$ cat src/rtl/data_access_pkg.sv
`default_nettype none

package data_access_pkg;

	localparam int data_w      = 32;
	localparam int reg_addr_w  = 5;
	localparam int queue_depth = 4;
	localparam int queue_ptr_w = $clog2(queue_depth);

	// sram-like size codes
	localparam logic [1:0] size_byte = 2'd0;
	localparam logic [1:0] size_half = 2'd1;
	localparam logic [1:0] size_word = 2'd2;

	typedef enum logic [2:0] {
		op_lb,
		op_lbu,
		op_lh,
		op_lhu,
		op_lw,
		op_sb,
		op_sh,
		op_sw
	} mem_op_e;

	// cp0 cause codes for address errors
	typedef enum logic [4:0] {
		exc_adel = 5'd4,
		exc_ades = 5'd5
	} exc_code_e;

	typedef struct packed {
		mem_op_e               op;
		logic [data_w-1:0]     addr;
		logic [data_w-1:0]     wdata;
		logic [reg_addr_w-1:0] wreg;
	} mem_cmd_t;

	typedef struct packed {
		mem_op_e               op;
		logic [data_w-1:0]     addr;
		logic [1:0]            size;
		logic [data_w-1:0]     wdata;
		logic [reg_addr_w-1:0] wreg;
	} mem_req_t;

	typedef struct packed {
		logic [reg_addr_w-1:0] wreg;
		logic [data_w-1:0]     data;
	} wb_t;

	typedef struct packed {
		exc_code_e             code;
		logic [data_w-1:0]     badvaddr;
		logic [reg_addr_w-1:0] wreg;
	} exc_t;

	function automatic logic op_is_store(mem_op_e op);
		return op inside {op_sb, op_sh, op_sw};
	endfunction

endpackage

`default_nettype wire

$ cat src/rtl/mem_op_issue.sv
`timescale 1ns/10ps
`default_nettype none

module mem_op_issue (
	input  wire logic                       clk,
	input  wire logic                       reset,
	input  wire logic                       cmd_valid,
	input  wire data_access_pkg::mem_cmd_t  cmd,
	input  wire logic                       full,
	output logic                            cmd_allowin,
	output logic                            push,
	output data_access_pkg::mem_req_t       push_req,
	output logic                            exc_valid,
	output data_access_pkg::exc_t           exc
);

	import data_access_pkg::*;

	logic       item_valid;
	mem_cmd_t   item;
	logic       is_store;
	logic       misaligned;
	logic       item_leaves;
	logic [1:0] size;

	////////////////////////////////////////////////////////////////////////////
	// command register

	always_ff @(posedge clk) begin
		if (reset) begin
			item_valid <= 1'b0;
		end else if (cmd_allowin) begin
			item_valid <= cmd_valid;
		end
	end

	always_ff @(posedge clk) begin
		if (cmd_valid && cmd_allowin) begin
			item <= cmd;
		end
	end

	////////////////////////////////////////////////////////////////////////////
	// alignment check and size code

	always_comb begin
		size       = size_word;
		misaligned = 1'b0;
		unique case (item.op)
			op_lb, op_lbu, op_sb: size = size_byte;
			op_lh, op_lhu, op_sh: begin
				size       = size_half;
				misaligned = item.addr[0];
			end
			op_lw, op_sw: misaligned = item.addr[1:0] != 2'b00;
		endcase
	end

	assign is_store = op_is_store(item.op);

	// exceptions never wait for queue room
	assign exc_valid   = item_valid & misaligned;
	assign push        = item_valid & ~misaligned & ~full;
	assign item_leaves = exc_valid | push;
	assign cmd_allowin = ~item_valid | item_leaves;

	always_comb begin
		push_req.op    = item.op;
		push_req.addr  = item.addr;
		push_req.size  = size;
		// move store data onto its byte lane
		push_req.wdata = item.wdata << {item.addr[1:0], 3'b000};
		push_req.wreg  = item.wreg;
	end

	always_comb begin
		exc.code     = is_store ? exc_ades : exc_adel;
		exc.badvaddr = item.addr;
		exc.wreg     = item.wreg;
	end

endmodule

`default_nettype wire

$ cat src/rtl/mem_req_queue.sv
`timescale 1ns/10ps
`default_nettype none

module mem_req_queue (
	input  wire logic                       clk,
	input  wire logic                       reset,
	input  wire logic                       push,
	input  wire data_access_pkg::mem_req_t  push_req,
	input  wire logic                       pop,
	output logic                            full,
	output logic                            head_valid,
	output data_access_pkg::mem_req_t       head
);

	import data_access_pkg::*;

	logic [queue_ptr_w-1:0] rd_ptr;
	logic [queue_ptr_w-1:0] wr_ptr;
	logic [queue_ptr_w:0]   count;
	mem_req_t               entries [queue_depth];
	logic                   do_push;
	logic                   do_pop;

	function automatic logic [queue_ptr_w-1:0] next_ptr(logic [queue_ptr_w-1:0] ptr);
		if (ptr == queue_ptr_w'(queue_depth - 1)) begin
			return '0;
		end
		return ptr + 1'b1;
	endfunction

	assign full       = count == (queue_ptr_w + 1)'(queue_depth);
	assign head_valid = count != '0;
	assign head       = entries[rd_ptr];

	assign do_push = push & ~full;
	assign do_pop  = pop & head_valid;

	always_ff @(posedge clk) begin
		if (reset) begin
			rd_ptr <= '0;
			wr_ptr <= '0;
			count  <= '0;
		end else begin
			if (do_push) begin
				wr_ptr <= next_ptr(wr_ptr);
			end
			if (do_pop) begin
				rd_ptr <= next_ptr(rd_ptr);
			end
			// simultaneous push and pop keeps the count
			unique case ({do_push, do_pop})
				2'b10:   count <= count + 1'b1;
				2'b01:   count <= count - 1'b1;
				default: count <= count;
			endcase
		end
	end

	always_ff @(posedge clk) begin
		if (do_push) begin
			entries[wr_ptr] <= push_req;
		end
	end

endmodule

`default_nettype wire

$ cat src/rtl/sram_data_master.sv
`timescale 1ns/10ps
`default_nettype none

module sram_data_master (
	input  wire logic                                 clk,
	input  wire logic                                 reset,
	input  wire logic                                 head_valid,
	input  wire data_access_pkg::mem_req_t            head,
	input  wire logic [data_access_pkg::data_w-1:0]   data_rdata,
	input  wire logic                                 data_addr_ok,
	input  wire logic                                 data_data_ok,
	output logic                                      pop,
	output logic                                      data_req,
	output logic                                      data_wr,
	output logic [1:0]                                data_size,
	output logic [data_access_pkg::data_w-1:0]        data_addr,
	output logic [data_access_pkg::data_w-1:0]        data_wdata,
	output logic                                      wb_valid,
	output data_access_pkg::wb_t                      wb
);

	import data_access_pkg::*;

	logic              wait_flag;
	logic              addr_acc;
	logic              busy;
	logic [data_w-1:0] rdata_sh;
	logic [data_w-1:0] load_data;

	////////////////////////////////////////////////////////////////////////////
	// sram-like request side

	// no new request while one is outstanding
	assign data_req = head_valid & ~wait_flag;
	assign addr_acc = data_req & data_addr_ok;
	assign busy     = wait_flag | addr_acc;
	assign pop      = busy & data_data_ok;

	assign data_wr    = op_is_store(head.op);
	assign data_size  = head.size;
	assign data_addr  = head.addr;
	assign data_wdata = head.wdata;

	always_ff @(posedge clk) begin
		if (reset) begin
			wait_flag <= 1'b0;
		end else if (pop) begin
			wait_flag <= 1'b0;
		end else if (addr_acc) begin
			wait_flag <= 1'b1;
		end
	end

	////////////////////////////////////////////////////////////////////////////
	// load data extension

	// addressed byte or half down to bit 0
	assign rdata_sh = data_rdata >> {head.addr[1:0], 3'b000};

	always_comb begin
		unique case (head.op)
			op_lb:   load_data = {{(data_w - 8){rdata_sh[7]}}, rdata_sh[7:0]};
			op_lbu:  load_data = {{(data_w - 8){1'b0}}, rdata_sh[7:0]};
			op_lh:   load_data = {{(data_w - 16){rdata_sh[15]}}, rdata_sh[15:0]};
			op_lhu:  load_data = {{(data_w - 16){1'b0}}, rdata_sh[15:0]};
			default: load_data = data_rdata;
		endcase
	end

	always_ff @(posedge clk) begin
		if (reset) begin
			wb_valid <= 1'b0;
		end else begin
			wb_valid <= pop & ~data_wr;
		end
	end

	always_ff @(posedge clk) begin
		if (pop && !data_wr) begin
			wb.wreg <= head.wreg;
			wb.data <= load_data;
		end
	end

endmodule

`default_nettype wire

$ cat src/rtl/data_access_unit.sv
`timescale 1ns/10ps
`default_nettype none

module data_access_unit (
	input  wire logic                                 clk,
	input  wire logic                                 reset,
	input  wire logic                                 cmd_valid,
	input  wire data_access_pkg::mem_cmd_t            cmd,
	output logic                                      cmd_allowin,
	output logic                                      exc_valid,
	output data_access_pkg::exc_t                     exc,
	output logic                                      wb_valid,
	output data_access_pkg::wb_t                      wb,
	output logic                                      data_req,
	output logic                                      data_wr,
	output logic [1:0]                                data_size,
	output logic [data_access_pkg::data_w-1:0]        data_addr,
	output logic [data_access_pkg::data_w-1:0]        data_wdata,
	input  wire logic [data_access_pkg::data_w-1:0]   data_rdata,
	input  wire logic                                 data_addr_ok,
	input  wire logic                                 data_data_ok
);

	import data_access_pkg::*;

	logic     push;
	mem_req_t push_req;
	logic     full;
	logic     head_valid;
	mem_req_t head;
	logic     pop;

	// alignment check and request build
	mem_op_issue i_mem_op_issue (
		.clk         (clk),
		.reset       (reset),
		.cmd_valid   (cmd_valid),
		.cmd         (cmd),
		.full        (full),
		.cmd_allowin (cmd_allowin),
		.push        (push),
		.push_req    (push_req),
		.exc_valid   (exc_valid),
		.exc         (exc)
	);

	mem_req_queue i_mem_req_queue (
		.clk        (clk),
		.reset      (reset),
		.push       (push),
		.push_req   (push_req),
		.pop        (pop),
		.full       (full),
		.head_valid (head_valid),
		.head       (head)
	);

	sram_data_master i_sram_data_master (
		.clk          (clk),
		.reset        (reset),
		.head_valid   (head_valid),
		.head         (head),
		.data_rdata   (data_rdata),
		.data_addr_ok (data_addr_ok),
		.data_data_ok (data_data_ok),
		.pop          (pop),
		.data_req     (data_req),
		.data_wr      (data_wr),
		.data_size    (data_size),
		.data_addr    (data_addr),
		.data_wdata   (data_wdata),
		.wb_valid     (wb_valid),
		.wb           (wb)
	);

endmodule

`default_nettype wire

$ cat config.mk
export PLATFORM = sky130hd
export DESIGN_NAME = data_access_unit
export DESIGN_NICKNAME = d
export VERILOG_FILES = /design/src/rtl/data_access_pkg.sv /design/src/rtl/mem_op_issue.sv /design/src/rtl/mem_req_queue.sv /design/src/rtl/sram_data_master.sv /design/src/rtl/data_access_unit.sv
export SDC_FILE = /design/constraint.sdc
export NUM_CORES = 1
export LEC_CHECK = 0
export BUFFER_PORTS_ARGS = -buffer_cell sky130_fd_sc_hd__buf_4
export CORE_UTILIZATION = 51
export CTS_CLUSTER_DIAMETER = 150
export DETAILED_ROUTE_END_ITERATION = 16
export PLACE_DENSITY = 0.76
export RECOVER_POWER = 100
export REMOVE_ABC_BUFFERS = 1
export SYNTH_ARGS = -nofsm -noshare
export SYNTH_HDL_FRONTEND = slang
export SYNTH_HIERARCHICAL = 1
export SYNTH_SLANG_ARGS = --single-unit
$ cat constraint.sdc
create_clock -name clk -period 5.2 [get_ports clk]
set_input_delay 0.26 -clock clk [delete_from_list [all_inputs] [get_ports clk]]
set_output_delay 0.26 -clock clk [all_outputs]
set_load 0.005 [all_outputs]
== Yosys cells after proc, flatten, opt, wreduce, memory -nomap -nowiden ==
Memories as Yosys holds them, arrays and structs flattened. A register that Yosys moved wholly into a read port is not among the register bits.
Cells that the tools add are included.
Storage, ports and cells
  memory bits (writable): 296
  memories kept: 1
  input bits: 109
  register bits: 119
  output and inout port bits: 150
Cells by class
  add/subtract/negate cells: 4
  reductions and logical operators: 14
  equal/unequal tests: 18
  shifts and indexed selects: 2
  bitwise gates (word level): 17
  mux-type cells: 19
Memories
  i_mem_req_queue.entries: depth 4, bits a word 74, read ports 1, clocked after memory_dff 1, write ports 1, RTL line mem_req_queue.sv:20  | mem_req_t entries [queue_depth];
Operators with widths (count)
  $pmux 32 s4: 1
  $shl 32x5->32: 1
  $shr 32x5->16: 1
  $eq 3x3->1 const B: 8
  $eq 3x2->1 const B: 4
  $mux 2: 6
  $and 1x1->1: 9
  $mux 1: 9
  $reduce_bool 3->1: 3
  $eq 2x2->1 const B: 3
  $eq 3x1->1 const B: 2
  $logic_not 3->1: 2
  $pmux 3 s2: 1
  $reduce_or 3->1: 2
  $not 1->1: 5
  $add 2x1->2 const B: 2
  $pmux 2 s2: 1
  $reduce_bool 2->1: 2
  $reduce_or 2->1: 2
  $add 3x1->3 const B: 1
  $or 1x1->1: 3
  $sub 3x1->3 const B: 1
  $eq 2x1->1 const B: 1
  $logic_and 1x1->1: 2
  other kinds (2): 2

== Longest topological paths before layout ==
  depth in word-level cells: 11
  gate-level depth with buffers: 12
  depth with buffers taken out: 11

== Hierarchy ==
The synthesis kept the hierarchy.
Modules (own cells, without submodules)
  mem_req_queue: cells an instance 440, area each 11175.7 sq um, sequential area each 9068.7 sq um, instances 1
  mem_op_issue: cells an instance 255, area each 3465.8 sq um, sequential area each 2182.1 sq um, instances 1
  sram_data_master: cells an instance 221, area each 2406.1 sq um, sequential area each 1151.1 sq um, instances 1

== Worst setup path before layout ==
Ideal clock, no wire load.
  kind: register -> register
  start: register i_mem_op_issue.item, in the netlist i_mem_op_issue/push_req[72]
  end: register i_mem_op_issue.item, in the netlist i_mem_op_issue/exc[0] (enable)
  cell stages (with the launch flop): 4
  arrival time: 4.725 ns
  required time: 4.658 ns
  setup slack: -0.067 ns
  path buffers: 0
  library setup time: 0.542 ns
  cells stage by stage: edfxtp_1 xnor2_1 nand3_1 a41oi_1
On the way
  word-level cells in the longest chain between the ends: 9
  elaborated cells between the ends (all ways): 15
  classes of those cells: eq/ne (5); mux (1); bitwise (6); reduce/logical (3)
Ends and longest elaborated chain
  start, declared: RTL line mem_op_issue.sv:20  | mem_cmd_t item;
  start signal, assigned: RTL line mem_op_issue.sv:39  | item <= cmd;
  $eq 3x2->1 / $eq 3x3->1 (equally long branches): RTL line mem_op_issue.sv:49  | unique case (item.op)
  $reduce_or 3->1 / $reduce_or 2->1 (equally long branches): RTL line mem_op_issue.sv:49
  $pmux 1 s2 *: RTL line mem_op_issue.sv:49
  $not 1->1: RTL line mem_op_issue.sv:63  | assign push = item_valid & ~misaligned & ~full;
  $and 1x1->1 (2 in a row): RTL line mem_op_issue.sv:63
  $or 1x1->1 *: RTL line mem_op_issue.sv:64  | assign item_leaves = exc_valid | push;
  $or 1x1->1 *: RTL line mem_op_issue.sv:65  | assign cmd_allowin = ~item_valid | item_leaves;
  $logic_and 1x1->1 *: RTL line mem_op_issue.sv:38  | if (cmd_valid && cmd_allowin) begin
Mark *: on every way between the ends. The rest lies on a longest branch, timed or not.
A chain may end at the register's enable or synchronous reset.

== Worst setup path after layout ==
  start: register i_mem_op_issue.item, in the netlist i_mem_op_issue/push_req[72]
  end: memory i_mem_req_queue/entries[3][6] (netlist bit) (enable)
On the way
  word-level cells in the longest chain between the ends: 9
  elaborated cells between the ends (all ways): 14
  classes of those cells: eq/ne (5); mux (3); bitwise (4); reduce/logical (2)
Ends and longest elaborated chain
  $eq 3x2->1 / $eq 3x3->1 (equally long branches): RTL line mem_op_issue.sv:49
  $reduce_or 3->1 / $reduce_or 2->1 (equally long branches): RTL line mem_op_issue.sv:49
  $pmux 1 s2 *: RTL line mem_op_issue.sv:49
  $not 1->1 *: RTL line mem_op_issue.sv:63
  $and 1x1->1 * (2 in a row): RTL line mem_op_issue.sv:63
  named net push: RTL line data_access_unit.sv:26  | logic push;
  $and 1x1->1 *: RTL line mem_req_queue.sv:35  | assign do_push = push & ~full;
  $mux 1 *: RTL line mem_req_queue.sv:60  | if (do_push) begin
  $mux 1 (implied by the code) *: RTL line mem_req_queue.sv:61  | entries[wr_ptr] <= push_req;
  end, declared: RTL line mem_req_queue.sv:20
The timed path passes the listed nets; every way through them passes the cells marked *.

==> results.py <==
metrics = {
    "placement": {
        "place.gp.congestion": 0.895,
        "dpl.hpwl_um": 20700,
        "io_buffers": 254,
        "dpl-instance-area_um2": 18300,
    },
    "routing": {
        "route.vias.total": 8621,
        "drtIter0Drc": 558,
        "drt_pass1_iterations": 5,
        "ant_nets": 0,
        "detail_route.wirelength_um": 34700,
        "wire_per_inst_um": 21.9,
        "avgViaCountPerCell": 5.43,
        "drt_drc_violations_left": 0,
    },
    "die": {
        "die_width_um": 185,
        "design.core.area_um2": 32700,
        "die_area_um2": 34200,
        "io_pins": 259,
        "initial_core_util_pct": 52.1,
        "die_span_y_um": 185,
        "fp-row-count": 66,
    },
    "timing": {
        "slew_violations": 169,
        "clock-skew-final_ns": 0.0127,
        "final_setup_violation_count": 0,
        "worst_slew_margin_rel_pct": -46.4,
        "grt_setup_unrepaired": "no",
        "tns_ns": 0,
        "layout_worst_path_cycle_share_pct": 78.1,
        "layout_min_cycle_time_ns": 4.06,
        "finalHoldViolations": 0,
        "timing_worst_slew_pin_value_ns": 2.20,
        "max_freq_mhz": 246,
    },
    "critical_path": {
        "worst-setup-path-type": "flip-flop to flip-flop",
        "critical_path_source_type": "flip-flop",
        "timing.critical_path.to_type": "flip-flop",
        "cpPeakStageDelay_ns": 1.05,
        "critPathTopFamily": "simple AND/OR/NAND/NOR gates",
        "crit_buf_inv": 1,
        "critical_path_maximum_fanout": 52,
        "ff2ff_setup_slack_ns": 1.14,
        "timing.critical_path.arrival_ns": 4.21,
        "worstPathCellList": "xnor2_1 -> and3_2 -> nor4b_1 -> and3_4 -> clkbuf_2",
        "worstPathRequired_ns": 5.35,
        "slowest_stage": "sky130_fd_sc_hd__nor4b_1",
    },
    "yosys": {
        "yosys.cell_types.count": 57,
        "yosys_register_bits": 417,
        "ys_async_sr_fraction_pct": 0,
        "ys_seq_area_share_pct": 72.7,
        "synth-warning-count": 6,
        "postSynth.topFlopCell": "sky130_fd_sc_hd__edfxtp_1",
        "synthDominantCellAreaShare_pct": 71.3,
        "yosys.area.top_type": "sky130_fd_sc_hd__edfxtp_1",
        "yosys-top-cells-area": "sky130_fd_sc_hd__edfxtp_1, sky130_fd_sc_hd__mux4_2, sky130_fd_sc_hd__buf_4, sky130_fd_sc_hd__dfxtp_1, sky130_fd_sc_hd__mux2i_1",
        "xor_xnor_share_of_the_synthesized_area_pct": 0.154,
        "synth-compound-area-share_pct": 3.61,
        "synth_top_family_by_area": "multiplexers",
        "yosys-mux-area-fraction_pct": 11.6,
        "average_cell_area_after_synthesis_um2": 18.6,
        "adder_and_majority_cell_fraction_of_the_synthesized_area_pct": 0.558,
        "post_synth_instance_area_um2": 17000,
        "post_syn_instances": 916,
        "synth-edff-count": 405,
        "synth-simple-area-share_pct": 2.98,
    },
    "global_routing": {
        "grt_antenna_before_repair": 1,
        "grt_pass1_vias": 8781,
        "grt_first_pass_wirelength_um": 51300,
        "grt_remaining_overflow": 0,
        "grt.total_usage_pct": 20.5,
        "largest_net_degree_at_the_start_of_global_routing": 75,
    },
    "power_and_ir_drop": {
        "power_per_cell_area_nw_per_um2": 353,
        "leakagePower_nw": 6.85,
        "vdd.ir_drop.worst_mv": 0.229,
    },
    "layout": {
        "most_common_library_cell_in_the_layout_ignoring_fill_and_taps": "sky130_fd_sc_hd__edfxtp_1",
        "design.final.nets": 1230,
        "final.fill_count": 2335,
        "layout.cells.most_common_list": "sky130_fd_sc_hd__edfxtp_1, sky130_fd_sc_hd__clkbuf_4, sky130_fd_sc_hd__mux4_2",
        "finalInstanceArea_um2": 20100,
        "post-route-util_pct": 61.3,
        "fraction_of_layout_instances_using_a_drive_strength_above_1_pct": 31.9,
        "area_growth_pct": 17.6,
    },
    "clock_tree": {
        "clk_pin_slew_worst_setup_hold_paths_ns": 0.06,
        "cts_made_buffers": 42,
        "tritoncts_num_sinks": 417,
        "cts_tree": "built",
        "clock_tree.root_cell": "sky130_fd_sc_hd__clkbuf_16",
        "clock_latency_ns": 0.53,
        "cts_max_path_buffers": 3,
        "htree_levels": 2,
    },
    "status": {
        "failed_checks": "capacitance limit, slew limit",
        "result_of_the_run": "finished with violations",
    },
    "job": {
        "max-cap-violations": 4,
    },
    "min_path": {
        "type_of_the_tightest_min_delay_check": "input port to flip-flop",
    },
}
metrics by stage:
stage / hold slack [ns] / std cells / power [W] / worst slack (ns)
after floorplan: 0.329 / 734 / 0.00407 / -2.34
after global placement: 0.438 / 1438 / 0.00428 / 2.00
after detailed placement: 0.439 / 1438 / 0.00429 / 1.95
after CTS: 0.0127 / 1588 / 0.00714 / 1.89
after global routing: 0.0219 / 1589 / 0.00729 / 0.871
final: 0.0297 / 1589 / 0.00707 / 1.14
flip-flops by register name, summed over array words and instances (netlist names), named ones only:
name and flops:
i_mem_op_issue/push_req 3, i_sram_data_master/wb 37, i_mem_req_queue/wr_ptr 2, i_sram_data_master/wait_flag 1, i_mem_op_issue/item_valid 1, i_mem_op_issue/item 32
i_mem_op_issue/exc 37, i_mem_req_queue/entries 296, i_sram_data_master/wb_valid 1, i_mem_req_queue/rd_ptr 2, i_mem_req_queue/count 3
cells in the mapped netlist (8+ instances only):
cell type / count
sky130_fd_sc_hd__nor2b_1: 14
sky130_fd_sc_hd__o21ai_0: 27
sky130_fd_sc_hd__nand2_1: 40
sky130_fd_sc_hd__mux4_2: 75
sky130_fd_sc_hd__inv_1: 13
sky130_fd_sc_hd__mux2i_1: 22
sky130_fd_sc_hd__buf_2: 10
sky130_fd_sc_hd__clkbuf_1: 10
sky130_fd_sc_hd__and2_1: 8
sky130_fd_sc_hd__nor2_1: 13
sky130_fd_sc_hd__dfxtp_1: 12
sky130_fd_sc_hd__buf_4: 151
sky130_fd_sc_hd__a21oi_1: 13
sky130_fd_sc_hd__edfxtp_1: 405
sky130_fd_sc_hd__buf_6: 13
sky130_fd_sc_hd__a211oi_1: 8
sky130_fd_sc_hd__o31ai_1: 8
final timing paths:
| check | cells past startpoint | end | startpoint |
|---|---|---|---|
| max | 5 | i_mem_req_queue/entries[3][6] | i_mem_op_issue/push_req[72] |
| max reg2reg | 5 | i_mem_req_queue/entries[3][6] | i_mem_op_issue/push_req[72] |
| min | 3 | i_sram_data_master/wb[4] | data_rdata[4] |
| min reg2reg | 2 | flip-flop | i_mem_req_queue/rd_ptr[0] |
what timing repair did:
item,in CTS,in global routing
buffers inserted,0,0
hold buffers,74,0
endpoints found under the hold margin,74,0
endpoints found under the setup margin,0,0
resized for setup,0,0
tightest hold or removal path, cell delays in order:
cell,delay (ns)
sky130_fd_sc_hd__buf_4,0.08
sky130_fd_sc_hd__nand2_1,0.04
sky130_fd_sc_hd__o21ai_0,0.06
kinds of logic after synthesis:
logic type,after synthesis
DFF,417
AOI/OAI and AO/OA,89
buffers and inverters,197
muxes,103
xor gates and xnor gates,3
adders and majority gates,7
and+or+nand+nor,98
other,2
cell type report:
type	count	area, um^2	area share, %
flip-flops and latches	417	12400	61.9
multi-input cells	304	3240	16.1
repair buffers	336	2510	12.5
clock buffers	53	1140	5.70
well taps	442	553	2.76
clock inverters	23	149	0.742
inverters	13	48.8	0.243
diodes	1	2.50	0.0125
metal layers:
metal / up-vias / track usage (%) / wire, um
met2: 395 / 35.2 / 17900
met5: - / 0 / 0
met4: 0 / 9.06 / 1350
met1: 4317 / 25.6 / 13100
li1: 3827 / - / -
met3: 82 / 3.64 / 2460
power by group:
part	total, W	internal (W)	switching (W)
combinational	0.000411	0.000204	0.000208
sequential	0.00384	0.00379	0.0000481
clock	0.00282	0.00161	0.00121
Power figures use the tool's default switching activity.
